File: config.mk
export PLATFORM = sky130hd
export DESIGN_NAME = tea_dec_top
export DESIGN_NICKNAME = d
export VERILOG_FILES = /design/src/common/tea_pkg.sv /design/src/tea_dec/tea_ctrl_fsm.sv /design/src/tea_dec/tea_datapath.sv /design/src/tea_dec/tea_dec_top.sv /design/src/tea_dec/tea_round_counter.sv
export VERILOG_INCLUDE_DIRS = /design/src /design/src/common
export SDC_FILE = /design/constraint.sdc
export NUM_CORES = 1
export LEC_CHECK = 0
export BUFFER_PORTS_ARGS = -buffer_cell sky130_fd_sc_hd__buf_2
export CAP_MARGIN = 20
export CORE_ASPECT_RATIO = 0.7
export CORE_MARGIN = 2
export CORE_UTILIZATION = 45
export DETAILED_ROUTE_END_ITERATION = 7
export PLACE_DENSITY = 0.69
export SLEW_MARGIN = 10
export SYNTH_ARGS = -nofsm -noshare
export SYNTH_HDL_FRONTEND = slang
export SYNTH_HIERARCHICAL = 1
export SYNTH_SLANG_ARGS = --single-unit
File: constraint.sdc
create_clock -name clk -period 18.9 [get_ports clk]
set_clock_uncertainty 0.15 [all_clocks]
set_input_delay 0 -clock clk [delete_from_list [all_inputs] [get_ports clk]]
set_output_delay 0 -clock clk [all_outputs]
set_load 0.03 [all_outputs]
File: src/common/tea_consts.svh
// TEA cipher constants
// delta step, starting sum for decryption,
// and low bit positions of the four key words

`ifndef TEA_CONSTS_SVH
`define TEA_CONSTS_SVH

// per-round sum step, golden ratio derived
`define TEA_DELTA     32'h9e3779b9

// delta * 32 truncated to 32 bits, sum of the first decrypt round
`define TEA_SUM_INIT  32'hc6ef3720

// key word slicing, each word is 32 bits wide
`define TEA_K0_LSB    0
`define TEA_K1_LSB    32
`define TEA_K2_LSB    64
`define TEA_K3_LSB    96

`endif

File: src/common/tea_pkg.sv
// shared types for the TEA block decryptor
// word, block and key vectors plus the control FSM states
// block layout: V1 in bits 63..32, V0 in bits 31..0
// key layout: k0 in bits 31..0 up to k3 in bits 127..96

package tea_pkg;

	// one cipher word, also used for the running sum
	typedef logic [31:0] tea_word_t;

	// a full 64-bit block, {v1, v0}
	typedef logic [63:0] tea_block_t;

	// 128-bit key, four words packed low to high
	typedef logic [127:0] tea_key_t;

	// control FSM states
	// st_idle  waiting for req, load on accept
	// st_run   one half-round per clock
	// st_done  ack held until req drops
	typedef enum logic [1:0] {
		st_idle = 2'd0,
		st_run  = 2'd1,
		st_done = 2'd2
	} dec_state_t;

endpackage : tea_pkg

File: src/tea_dec/tea_ctrl_fsm.sv
// control FSM for the TEA decryptor
// st_idle -> st_run on req, st_run -> st_done on last,
// st_done -> st_idle once req is low
// drives load and step to the counter and datapath,
// and the registered ack toward the requester

`timescale 1ns/1ps

module tea_ctrl_fsm import tea_pkg::*; (
	input  logic clk,
	input  logic rst,
	input  logic req,   // requester strobe
	input  logic last,  // final half-round from the counter
	output logic load,  // capture block and key
	output logic step,  // advance one half-round
	output logic ack    // result valid
);

	dec_state_t state;
	dec_state_t state_nxt;

	// next state
	always_comb begin
		state_nxt = state;
		case (state)
			st_idle: begin
				// new request only accepted here
				if (req) begin
					state_nxt = st_run;
				end
			end
			st_run: begin
				// counter decides when the run ends
				if (last) begin
					state_nxt = st_done;
				end
			end
			st_done: begin
				// wait for the requester to drop req
				if (!req) begin
					state_nxt = st_idle;
				end
			end
			default: begin
				state_nxt = st_idle;  // recover from unused code
			end
		endcase
	end

	// state register
	always_ff @(posedge clk or posedge rst) begin
		if (rst) begin
			state <= st_idle;
		end else begin
			state <= state_nxt;
		end
	end

	// load is one cycle wide, the accept edge leaves st_idle
	assign load = (state == st_idle) && req;

	// one half-round per clock for the whole run
	assign step = (state == st_run);

	// ack follows the next state so it rises right after the
	// edge that sees last, and falls right after req is seen low
	always_ff @(posedge clk or posedge rst) begin
		if (rst) begin
			ack <= 1'b0;
		end else begin
			ack <= (state_nxt == st_done);
		end
	end

endmodule : tea_ctrl_fsm

File: src/tea_dec/tea_datapath.sv
// datapath for the TEA decryptor
// v0/v1 word registers and the latched key
// one shared half-round mix, applied to v1 or v0 by phase
// out_block is the register pair {v1, v0}

`timescale 1ns/1ps

module tea_datapath import tea_pkg::*; (
	input  logic       clk,
	input  logic       rst,
	input  logic       load,       // capture block and key
	input  logic       step,       // apply one half-round
	input  logic       half,       // 0 updates v1, 1 updates v0
	input  tea_word_t  sum,        // sum of the current round
	input  tea_block_t in_block,   // ciphertext {v1, v0}
	input  tea_key_t   key,        // 128-bit key
	output tea_block_t out_block   // current words {v1, v0}
);

	`include "tea_consts.svh"

	tea_word_t v0;     // low word
	tea_word_t v1;     // high word
	tea_key_t  key_q;  // key held for the whole run

	// key words, sliced from the latched copy
	tea_word_t k0;
	tea_word_t k1;
	tea_word_t k2;
	tea_word_t k3;

	// half-round operands, picked by phase
	tea_word_t mix_src;  // word feeding the mix
	tea_word_t mix_ka;   // added to the left-shifted term
	tea_word_t mix_kb;   // added to the right-shifted term
	tea_word_t mix_val;  // value subtracted from the other word

	// TEA mix, ((w << 4) + ka) ^ (w + s) ^ ((w >> 5) + kb)
	function automatic tea_word_t tea_mix(
		input tea_word_t w,
		input tea_word_t s,
		input tea_word_t ka,
		input tea_word_t kb
	);
		tea_word_t t_shl;
		tea_word_t t_sum;
		tea_word_t t_shr;
		t_shl = (w << 4) + ka;
		t_sum = w + s;
		t_shr = (w >> 5) + kb;  // logical shift, unsigned word
		return t_shl ^ t_sum ^ t_shr;
	endfunction

	assign k0 = key_q[`TEA_K0_LSB +: 32];
	assign k1 = key_q[`TEA_K1_LSB +: 32];
	assign k2 = key_q[`TEA_K2_LSB +: 32];
	assign k3 = key_q[`TEA_K3_LSB +: 32];

	// first half mixes v0 with k2/k3, second mixes v1 with k0/k1
	assign mix_src = half ? v1 : v0;
	assign mix_ka  = half ? k0 : k2;
	assign mix_kb  = half ? k1 : k3;
	assign mix_val = tea_mix(mix_src, sum, mix_ka, mix_kb);

	// word and key registers
	always_ff @(posedge clk or posedge rst) begin
		if (rst) begin
			v0    <= '0;
			v1    <= '0;
			key_q <= '0;
		end else if (load) begin
			v0    <= in_block[31:0];
			v1    <= in_block[63:32];
			key_q <= key;  // inputs may change after this edge
		end else if (step) begin
			if (half) begin
				v0 <= v0 - mix_val;  // uses v1 from the first half
			end else begin
				v1 <= v1 - mix_val;
			end
		end
	end

	assign out_block = {v1, v0};

endmodule : tea_datapath

File: src/tea_dec/tea_dec_top.sv
// TEA block decryptor, top level
// one block in flight, 64 clocks per block (one half-round each)
// four-phase req/ack handshake toward the requester
// holds the control FSM, the round counter and the datapath

`timescale 1ns/1ps

module tea_dec_top import tea_pkg::*; (
	input  logic       clk,
	input  logic       rst,
	input  logic       req,       // request, held until ack seen
	input  tea_block_t in_block,  // ciphertext, sampled with first req
	input  tea_key_t   key,       // key, sampled with first req
	output logic       ack,       // plaintext ready
	output tea_block_t out_block  // plaintext, stable while ack high
);

	// control strobes from the FSM
	logic      load;  // capture inputs, restart counter
	logic      step;  // apply one half-round

	// round counter state toward the datapath
	logic      half;  // 0 updates v1, 1 updates v0
	tea_word_t sum;   // running sum for the current round
	logic      last;  // final half-round in progress

	// handshake and sequencing
	tea_ctrl_fsm u_fsm (
		.clk  (clk),
		.rst  (rst),
		.req  (req),
		.last (last),
		.load (load),
		.step (step),
		.ack  (ack)
	);

	// phase bit and sum, counts 64 steps from a load
	tea_round_counter u_cnt (
		.clk  (clk),
		.rst  (rst),
		.load (load),
		.step (step),
		.half (half),
		.sum  (sum),
		.last (last)
	);

	// v0/v1 words, key register and the shared half-round logic
	tea_datapath u_dp (
		.clk       (clk),
		.rst       (rst),
		.load      (load),
		.step      (step),
		.half      (half),
		.sum       (sum),
		.in_block  (in_block),
		.key       (key),
		.out_block (out_block)
	);

	// timing summary, edge 0 samples req in st_idle
	//   edge 0       load, state -> st_run
	//   edges 1..64  step, one half-round each
	//   edge 64      last seen, state -> st_done, ack rises
	//   req low      ack falls on that same edge, back to st_idle
	// out_block only moves on load or step, neither
	// happens in st_done, so the result holds under ack

endmodule : tea_dec_top

File: src/tea_dec/tea_round_counter.sv
// round counter for the TEA decryptor
// half-round phase bit and running sum
// sum starts at delta*32 and drops by delta after each full round
// last marks the second half of the round whose sum is delta,
// 64 steps after a load

`timescale 1ns/1ps

module tea_round_counter import tea_pkg::*; (
	input  logic      clk,
	input  logic      rst,
	input  logic      load,  // restart for a new block
	input  logic      step,  // one half-round done this edge
	output logic      half,  // current phase, 0 first half
	output tea_word_t sum,   // sum for the current round
	output logic      last   // final half-round in progress
);

	`include "tea_consts.svh"

	// phase toggles every step, sum moves once per full round
	always_ff @(posedge clk or posedge rst) begin
		if (rst) begin
			half <= 1'b0;
			sum  <= '0;
		end else if (load) begin
			half <= 1'b0;
			sum  <= `TEA_SUM_INIT;  // delta * 32
		end else if (step) begin
			half <= ~half;
			if (half) begin
				sum <= sum - `TEA_DELTA;  // round complete
			end
		end
	end

	// sum only reaches delta in round 32
	// no wrap issue, the run stops there
	assign last = half && (sum == `TEA_DELTA);

endmodule : tea_round_counter

* Word level (Yosys, flattened, before mapping) *
Index checks and enable logic that the tools add are counted.

cells by class
  multiplexer cells = 18
  bitwise operators = 3
  add/subtract/negate cells = 6
  reductions and logical operators = 7
  equality and inequality tests = 5

operator list
  operator                  number
  $mux W32                  12
  $add A32 B32 Y32          2
  $sub A32 B32 Y32          2
  $xor A32 B32 Y32          2
  $add A27 B32 Y32          1
  $eq A32 B32 Y1 const B    1
  $sub A32 B32 Y32 const B  1
  $mux W2                   3
  $pmux W2 S3               1
  $eq A2 B2 Y1 const B      2
  $reduce_and A2 Y1         2
  $reduce_bool A2 Y1        2
  $eq A2 B1 Y1 const B      1
  $logic_and A1 B1 Y1       2
  $logic_not A2 Y1          1
  $mux W1                   2
  $ne A2 B2 Y1 const B      1
  $not A1 Y1                1

storage, ports and cells
  logic and storage cells = 46
  output and inout bits = 65
  register bits = 228
  input port bits = 195

* Depth between registers and ports, before layout *
Gate-level depths: netlist of the first run.

  depth after elaboration = 8
  mapped depth = 34

* By module *
Netlist of the first run, hierarchy kept.

modules (own cells, without submodules)
  module             cells an instance  times used  sequential area each (um^2)  area each (um^2)
  tea_datapath       1730               1           4804.6                       16508.3
  tea_round_counter  224                1           825.8                        2050.7
  tea_ctrl_fsm       12                 1           75.1                         138.9

* Least setup slack after synthesis of the first run *
Ideal clock, no wire load.

  kind = register to register
  from = register u_cnt.half
  to = register u_dp.v1[31]
  stages on the path, launching flop included = 35
  arrival time = 7.364 ns
  buffers on the path = 4
  data required time = 18.681 ns
  setup slack = 11.317 ns
  cells stage by stage = dfrtp_1 clkbuf_1 clkbuf_1 clkbuf_1 clkbuf_1 nand2_1 o21ai_0 ha_1 inv_1 fa_1 nand2b_1 a21oi_1 nor2b_1 xnor2_1 xnor2_1 ha_1 or3_1 o21ai_0 a211oi_1 o21ai_0 or2b_2 maj3_2 maj3_2 o21ai_2 a31oi_1 nand4_1 a31oi_1 o32a_1 o31a_1 o32ai_2 nor4_1 nor3_1 a221o_1 mux2_2 nand3_1

on the way
  longest elaborated chain between the ends = 8
  elaborated cells between the ends (all ways) = 14
  those cells by class = 4 x add/sub; 1 x eq/ne; 6 x mux; 2 x bitwise; 1 x reduce/logical

RTL lines
  item                                        RTL line                                text
  start, declared                             tea_round_counter.sv:14                 output logic half,
  start signal, assigned                      tea_round_counter.sv:30                 half <= ~half;
  $mux W32, on equally long branches          tea_datapath.sv:61, tea_datapath.sv:60
  $add A32 B32 Y32, on equally long branches  tea_datapath.sv:48, tea_datapath.sv:49
  $xor A32 B32 Y32 (2 in series)              tea_datapath.sv:51                      return t_shl ^ t_sum ^ t_shr;
  $sub A32 B32 Y32                            tea_datapath.sv:79                      v1 <= v1 - mix_val;
  $mux W32                                    tea_datapath.sv:76                      if (half) begin
  $mux W32                                    tea_datapath.sv:75                      end else if (step) begin
  $mux W32                                    tea_datapath.sv:71                      end else if (load) begin
  end signal, assigned                        tea_datapath.sv:73                      v1 <= in_block[63:32];
  end signal, assigned                        tea_datapath.sv:79
  end, declared                               tea_datapath.sv:23                      tea_word_t v1;

Parallel ways exist; a longest one is shown, timed or not. The select of a mux whose other input is x is not followed.
A chain may end at the register's enable or synchronous reset.

* Final worst setup path of the first run *
  from = register u_cnt.half
  to = register u_dp.v0[19]

on the way
  longest elaborated chain between the ends = 8
  elaborated cells between the ends (all ways) = 14
  those cells by class = 4 x add/sub; 6 x mux; 2 x bitwise; 2 x reduce/logical

RTL lines
  item                                        RTL line                                text
  $mux W32, on equally long branches          tea_datapath.sv:61, tea_datapath.sv:60
  $add A32 B32 Y32, on equally long branches  tea_datapath.sv:48, tea_datapath.sv:49
  $xor A32 B32 Y32 (2 in series)              tea_datapath.sv:51
  $sub A32 B32 Y32                            tea_datapath.sv:77                      v0 <= v0 - mix_val;
  $mux W32                                    tea_datapath.sv:76
  $mux W32                                    tea_datapath.sv:75
  $mux W32                                    tea_datapath.sv:71
  end signal, assigned                        tea_datapath.sv:72                      v0 <= in_block[31:0];
  end signal, assigned                        tea_datapath.sv:77
  end, declared                               tea_datapath.sv:22                      tea_word_t v0;

Parallel ways exist; a longest one is shown, timed or not. The select of a mux whose other input is x is not followed.

==> flow_metrics.py, run 1 <==
metrics = {
    "layout": {
        "fillers": 3542,
        "final_nets": 2687,
        "area.growth.synth_to_final_pct": 24.08,
        "instances_no_fill": 2940,
        "drive_above_1_share_pct": 25.47,
    },
    "global_routing": {
        "grt_overflow": 0,
        "antenna_found_initial": 1,
        "grt_max_degree": 121,
        "grt_use_total_pct": 26.70,
        "grt_pass1_wl_mm": 91.28,
        "grt_pass1_vias": 16387,
    },
    "logic_synthesis": {
        "synth_warnings": 6,
        "ys_types": 116,
        "yosys.area.top_type": "dfrtp_1",
        "muxShareOfSynthArea_pct": 13.75,
        "synth_compound_area_share_pct": 17.69,
        "synthTopCellsByCount": "dfrtp_1, mux2_2, xnor2_1",
        "yosysMostFrequentCell": "dfrtp_1",
        "ys.flop_type": "dfrtp_1",
        "synth_nets": 2277,
        "synth_xor_area_share_pct": 13.42,
        "synth_top_family_by_area": "compound AO/OA/AOI/OAI gates",
        "ys_seq_area_share_pct": 30.51,
        "synth.area.top_cells": "dfrtp_1, mux2_2, xnor2_1",
        "syn_area_per_cell_um2": 9.511,
        "synth_edf_count": 0,
        "synth.top_cell.area_share_pct": 30.51,
        "synthAdderAreaFrac_pct": 8.866,
        "ys_ff_latch": 228,
        "async_reset_ff_share_pct": 100.0,
        "syn_area_um2": 18700,
        "synthCells": 1966,
        "synthSimpleGateAreaFrac_pct": 12.32,
    },
    "placement": {
        "hpwl_mm": 42.64,
        "post-place-cells": 2696,
        "io_buffers": 259,
        "place_congestion": 0.9466,
    },
    "clock_tree": {
        "clockBufferDepth": 3,
        "cts_resized": 0,
        "cts_buffers": 25,
        "root_buffer": "clkbuf_16",
        "clk_latency_ns": 0.57,
        "htree_levels": 1,
        "cts_tree": "done",
        "cts.sinks": 228,
        "path_clk_slew_ns": 0.07,
    },
    "job": {
        "max_cap_viol_count": 0,
    },
    "routing": {
        "drt-wirelength-per-cell_um": 19.92,
        "routed-via-count": 16772,
        "viasPerCell": 5.705,
        "dr.pass1.iters": 6,
        "drc": 0,
        "drt-total-wl_mm": 58.56,
        "ant_nets": 0,
        "drtIter0Drc": 1601,
    },
    "timing": {
        "max_slew_margin_pct": 22.94,
        "timing_hold_violations_final": 0,
        "fin_crit_sh_pct": 48.10,
        "grt_setup_unrepaired": "false",
        "finalHoldWorstSlack_ns": 0.04000,
        "tightest_slew_ns": 1.141,
        "slew_viol_final": 0,
        "fmax_mhz": 110.0,
        "setup_viol": 0,
        "finalCriticalPeriod_ns": 9.092,
        "fin_tns_setup_ns": 0,
    },
    "min_path": {
        "hold_class": "in2reg",
        "hold_depth": 4,
    },
    "die": {
        "ioPinCount": 260,
        "die_area_um2": 43220,
        "core_region_area_um2": 40960,
        "die_x_um": 247.6,
        "initial_core_util_pct": 45.65,
        "num_rows": 62,
        "die_h_um": 174.5,
    },
    "worst_setup_path": {
        "cp_slowest_stage_delay_ns": 0.98,
        "worstPathRequired_ns": 19.15,
        "critical_path_class": "reg2reg",
        "cp_max_fo": 46,
        "ff2ff_path_depth": 26,
        "arrival_ns": 9.34,
        "startpoint_type": "flip-flop",
        "endpoint_kind": "flip-flop",
        "path_delay_family": "adder cells",
        "worst-path-buf-inv": 1,
        "path_depth": 26,
        "critPathSlowestCell": "o311ai_0",
    },
    "status": {
        "status": "finished clean",
    },
}
worst min-delay path: stages:
cell	delay, ns
dlygate4sd3_1	0.52
buf_2	0.10
nand2_1	0.04
o21ai_0	0.05
worst paths after layout:
kind                                             from                          to  slack, ns
setup reg to reg               u_cnt/half$_DFFE_PP0P_     u_dp/v0[19]$_DFFE_PP0P_       9.81
min in group asynchronous                         rst      u_dp/v0[1]$_DFFE_PP0P_       0.51
setup / recovery               u_cnt/half$_DFFE_PP0P_     u_dp/v0[19]$_DFFE_PP0P_       9.81
hold reg to reg            u_dp/key_q[48]$_DFFE_PP0P_  u_dp/key_q[48]$_DFFE_PP0P_       0.35
max in group asynchronous                         rst     u_dp/v0[23]$_DFFE_PP0P_      16.59
hold / removal                            in_block[2]      u_dp/v0[2]$_DFFE_PP0P_       0.04
kinds of logic (layout without fill, tap and decap cells):
group | Yosys count | in the layout
AOI/OAI and AO/OA | 493 | 493
xor gates and xnor gates | 266 | 266
adders and majority gates | 132 | 132
buffers and inverters | 135 | 564
DFF | 228 | 228
muxes | 230 | 230
other | 0 | 1
and+or+nand+nor | 482 | 482
sequential cells by signal (all words and copies together) (netlist names):
name and flops:
u_cnt/half 1, u_cnt/sum 32, u_dp/key_q 128, u_dp/v0 32, u_dp/v1 32, u_fsm/ack 1
u_fsm/state 2
layout by cell type, fill, tap and decap left out, types with 11 or more instances in the layout:
| cell type | instances |
|---|---|
| mux2i_1 | 18 |
| nand2_1 | 163 |
| clkbuf_16 | 25 |
| nand3_1 | 23 |
| a21o_1 | 42 |
| o31ai_1 | 17 |
| or2_2 | 12 |
| or3_1 | 11 |
| a211oi_1 | 20 |
| mux2_2 | 211 |
| o21ai_0 | 110 |
| nor2b_1 | 15 |
| nor3_1 | 26 |
| nand4_1 | 11 |
| inv_1 | 48 |
| xor2_1 | 52 |
| a21oi_1 | 117 |
| o21ai_1 | 19 |
| and2_1 | 12 |
| ha_1 | 111 |
| dfrtp_1 | 227 |
| xnor2_1 | 197 |
| nor2_1 | 137 |
| o21a_1 | 20 |
| buf_2 | 259 |
| dlygate4sd3_1 | 196 |
| nand2b_1 | 12 |
| buf_4 | 12 |
| a31oi_1 | 25 |
final cells by class:
class,instances,area (µm²),share of cell area [%]
multi-input combinational,1603,12360,53.26
tap,544,680.7,2.934
antenna,1,2.502,0.01079
sequential,228,5709,24.61
clock inverter,16,225.2,0.9708
timing repair buffer,468,3356,14.46
clock buffer,30,674.4,2.907
inverter,50,195.2,0.8413
stage by stage:
stage	setup slack, ns	cell area [µm²]	util (%)
detailed placement	10.09	20330	49.63
finish	9.808	23200	56.64
global route	9.427	23200	56.64
floorplan	11.32	18700	-
CTS	10.02	23190	56.62
global placement	10.11	20330	49.63
routing by layer:
metal	GRT usage, %	vias to the layer above	share of wire [%]
met5	0	-	0
met4	7.111	0	2.7
met3	4.848	98	7.4
met2	41.20	646	44
met1	38.35	8092	46
li1	-	7936	-
repair_timing:
| action | CTS | global route |
|---|---|---|
| buffers inserted | 0 | 0 |
| endpoints found under the hold margin | 350 | 0 |
| hold buffers | 196 | 0 |
Power of run 1 is left out: the tool's default activity adds up to more than one toggle a clock period on the data nets, which glitch-free logic cannot reach.
==> run 2: changes to the inputs <==
--- a/config.mk
+++ b/config.mk
@@ -12,7 +12,7 @@
 export CORE_MARGIN = 2
 export CORE_UTILIZATION = 45
 export DETAILED_ROUTE_END_ITERATION = 7
-export PLACE_DENSITY = 0.69
+export PLACE_DENSITY = 0.72
 export SLEW_MARGIN = 10
 export SYNTH_ARGS = -nofsm -noshare
 export SYNTH_HDL_FRONTEND = slang
==> constraint.sdc (replaced) <==
create_clock -name clk -period 7.3 [get_ports clk]
set_clock_uncertainty 0.15 [all_clocks]
set_input_delay 0 -clock clk [delete_from_list [all_inputs] [get_ports clk]]
set_output_delay 0 -clock clk [all_outputs]
set_load 0.03 [all_outputs]
==> run 2 against run 1 <==
- the run now ends with negative hold slack left
- die area did not move
- setup slack got worse by 9.7 ns
- flip-flop and latch count unchanged
- clock-buffer cell count up 2
- critical path depth grew 4
- core utilization up 2.5 points
- global-route usage increased by 1.1 points
- wire length grew 4.8%
- register-to-register slack got worse by 9.7 ns
- first-iteration DRC count down 2.4%
- non-clock buffer count increased by 95
==> flow_metrics.py, run 2 (synthesized netlist as in run 1, its figures left out) <==
metrics = {
    "status": {
        "failed_checks": "negative hold slack",
        "status": "finished, violations left",
    },
    "die": {
        "num_rows": 62,
        "initial_core_util_pct": 45.65,
        "ioPinCount": 260,
        "core_region_area_um2": 40960,
        "die_x_um": 247.6,
        "die_area_um2": 43220,
        "die_h_um": 174.5,
    },
    "timing": {
        "slew_viol_final": 0,
        "timing_hold_violations_final": 15,
        "max_slew_margin_pct": 31.69,
        "fmax_mhz": 139.3,
        "tightest_slew_ns": 1.025,
        "finalCriticalPeriod_ns": 7.179,
        "setup_viol": 0,
        "finalHoldWorstSlack_ns": -0.06377,
        "grt_setup_unrepaired": "true",
        "fin_crit_sh_pct": 98.34,
    },
    "worst_setup_path": {
        "path_depth": 30,
        "startpoint_type": "flip-flop",
        "reg2reg_slack_ns": 0.12,
        "worst-path-buf-inv": 3,
        "path_delay_family": "compound AO/OA/AOI/OAI gates",
        "endpoint_kind": "flip-flop",
        "critPathSlowestCell": "dfrtp_4",
        "crit_top_cell": "xnor2_1",
        "cp_slowest_stage_delay_ns": 0.54,
        "arrival_ns": 7.46,
        "critical_path_class": "reg2reg",
        "timing.rr.start": "u_cnt/half$_DFFE_PP0P_",
        "cp_max_fo": 7,
        "worstPathRequired_ns": 7.58,
        "ff2ff_path_depth": 30,
        "r2r_end": "u_dp/v1[27]$_DFFE_PP0P_",
    },
    "layout": {
        "area.growth.synth_to_final_pct": 29.58,
        "drive_above_1_share_pct": 29.83,
        "largest_register_ffs": 128,
        "regMostFlops": "u_dp/key_q",
        "final_common_cell": "buf_2",
        "stdcell_area_um2": 24230,
        "instances_no_fill": 3036,
        "fillers": 3428,
        "mostFrequentLayoutCells": "buf_2, dfrtp_1, mux2_2",
        "utilization_pct": 59.16,
        "final_nets": 2783,
    },
    "clock_tree": {
        "htree_levels": 1,
        "root_buffer": "clkbuf_16",
        "clockBufferDepth": 3,
        "clk_latency_ns": 0.58,
        "cts_tree": "done",
        "path_clk_slew_ns": 0.07,
        "cts_buffers": 26,
        "cts.sinks": 228,
    },
    "routing": {
        "routed-via-count": 17380,
        "drt-total-wl_mm": 61.40,
        "drt-wirelength-per-cell_um": 20.22,
        "ant_nets": 0,
        "drtIter0Drc": 1563,
        "dr.pass1.iters": 5,
        "drc": 0,
        "viasPerCell": 5.725,
    },
    "placement": {
        "place_congestion": 0.9592,
        "post-place-cells": 2777,
        "post_dp_cell_area_um2": 20960,
        "hpwl_mm": 44.20,
        "io_buffers": 259,
    },
    "global_routing": {
        "grt_overflow": 0,
        "grt_max_degree": 181,
        "grt_pass1_wl_mm": 94.53,
        "grt_pass1_vias": 17327,
        "grt_use_total_pct": 27.78,
        "antenna_found_initial": 1,
    },
    "job": {
        "max_cap_viol_count": 0,
    },
    "min_path": {
        "hold_class": "in2async",
    },
}
-- run 2: changes by cell type in the layout (fill, tap and decap cells not counted), sizes merged --
cell | before | now
buf | 271 | 363
bufinv | 4 | 2
clkbuf | 31 | 32
clkinv | 7 | 9
clkinvlp | 2 | 3
dlygate4sd3 | 196 | 200
inv | 53 | 51
-- run 2: worst max-delay path by stage --
| stage | from | endpoint | slack [ns] |
|---|---|---|---|
| 2_1_floorplan | u_cnt/half$_DFFE_PP0P_ | u_dp/v1[31]$_DFFE_PP0P_ | 0.07 |
| 3_3_place_gp | u_cnt/half$_DFFE_PP0P_ | u_dp/v0[30]$_DFFE_PP0P_ | 0.02 |
| 3_5_place_dp | u_cnt/half$_DFFE_PP0P_ | u_dp/v0[30]$_DFFE_PP0P_ | -0.11 |
| 4_1_cts | u_cnt/half$_DFFE_PP0P_ | u_dp/v1[27]$_DFFE_PP0P_ | 0.03 |
| 5_1_grt | u_cnt/half$_DFFE_PP0P_ | u_dp/v1[27]$_DFFE_PP0P_ | -0.04 |
| 6_report | u_cnt/half$_DFFE_PP0P_ | u_dp/v1[27]$_DFFE_PP0P_ | 0.12 |
-- run 2: what timing repair did --
item                       CTS  global route
gates resized for setup      5            65
setup endpoints to repair    6            17
setup buffers                0            11
gates cloned                 0             0
hold buffers               200             0
pin swaps                    0            36
hold endpoints to repair   354             0
-- run 2: area by class of cell --
cell class	count	area, µm²	area share (%)
Multi-Input combinational cell	1603	12660	52.27
Sequential cell	228	5709	23.56
Timing Repair Buffer	563	4119	17.00
Clock buffer	32	703.2	2.902
Tap cell	544	680.7	2.809
Inverter	50	195.2	0.8056
Clock inverter	15	155.1	0.6403
Antenna cell	1	2.502	0.01033
-- run 2: worst min-delay path: stages --
cell and delay (ns):
dlygate4sd3_1 0.53, buf_2 0.16, inv_8 0.52
-- run 2: through the flow --
stage / hold WS, ns / setup WS (ns) / setup TNS [ns]
4_1_cts: 0.0005962 / 0.03358 / 0
3_3_place_gp: -0.2135 / 0.02358 / 0
3_5_place_dp: -0.2116 / -0.1109 / -0.1185
2_1_floorplan: -0.3964 / 0.07384 / 0
6_report: -0.06377 / 0.1213 / 0
5_1_grt: 0.03729 / -0.04390 / -0.1514
-- run 2: layer usage --
layer | vias up | wire, µm | global-route usage (%)
met5 | - | 0 | 0
met4 | 0 | 2601 | 10.98
met3 | 167 | 4852 | 5.064
met2 | 709 | 26820 | 42.32
met1 | 8386 | 27120 | 38.94
li1 | 8118 | - | -
Power of run 2 is left out for the same reason.
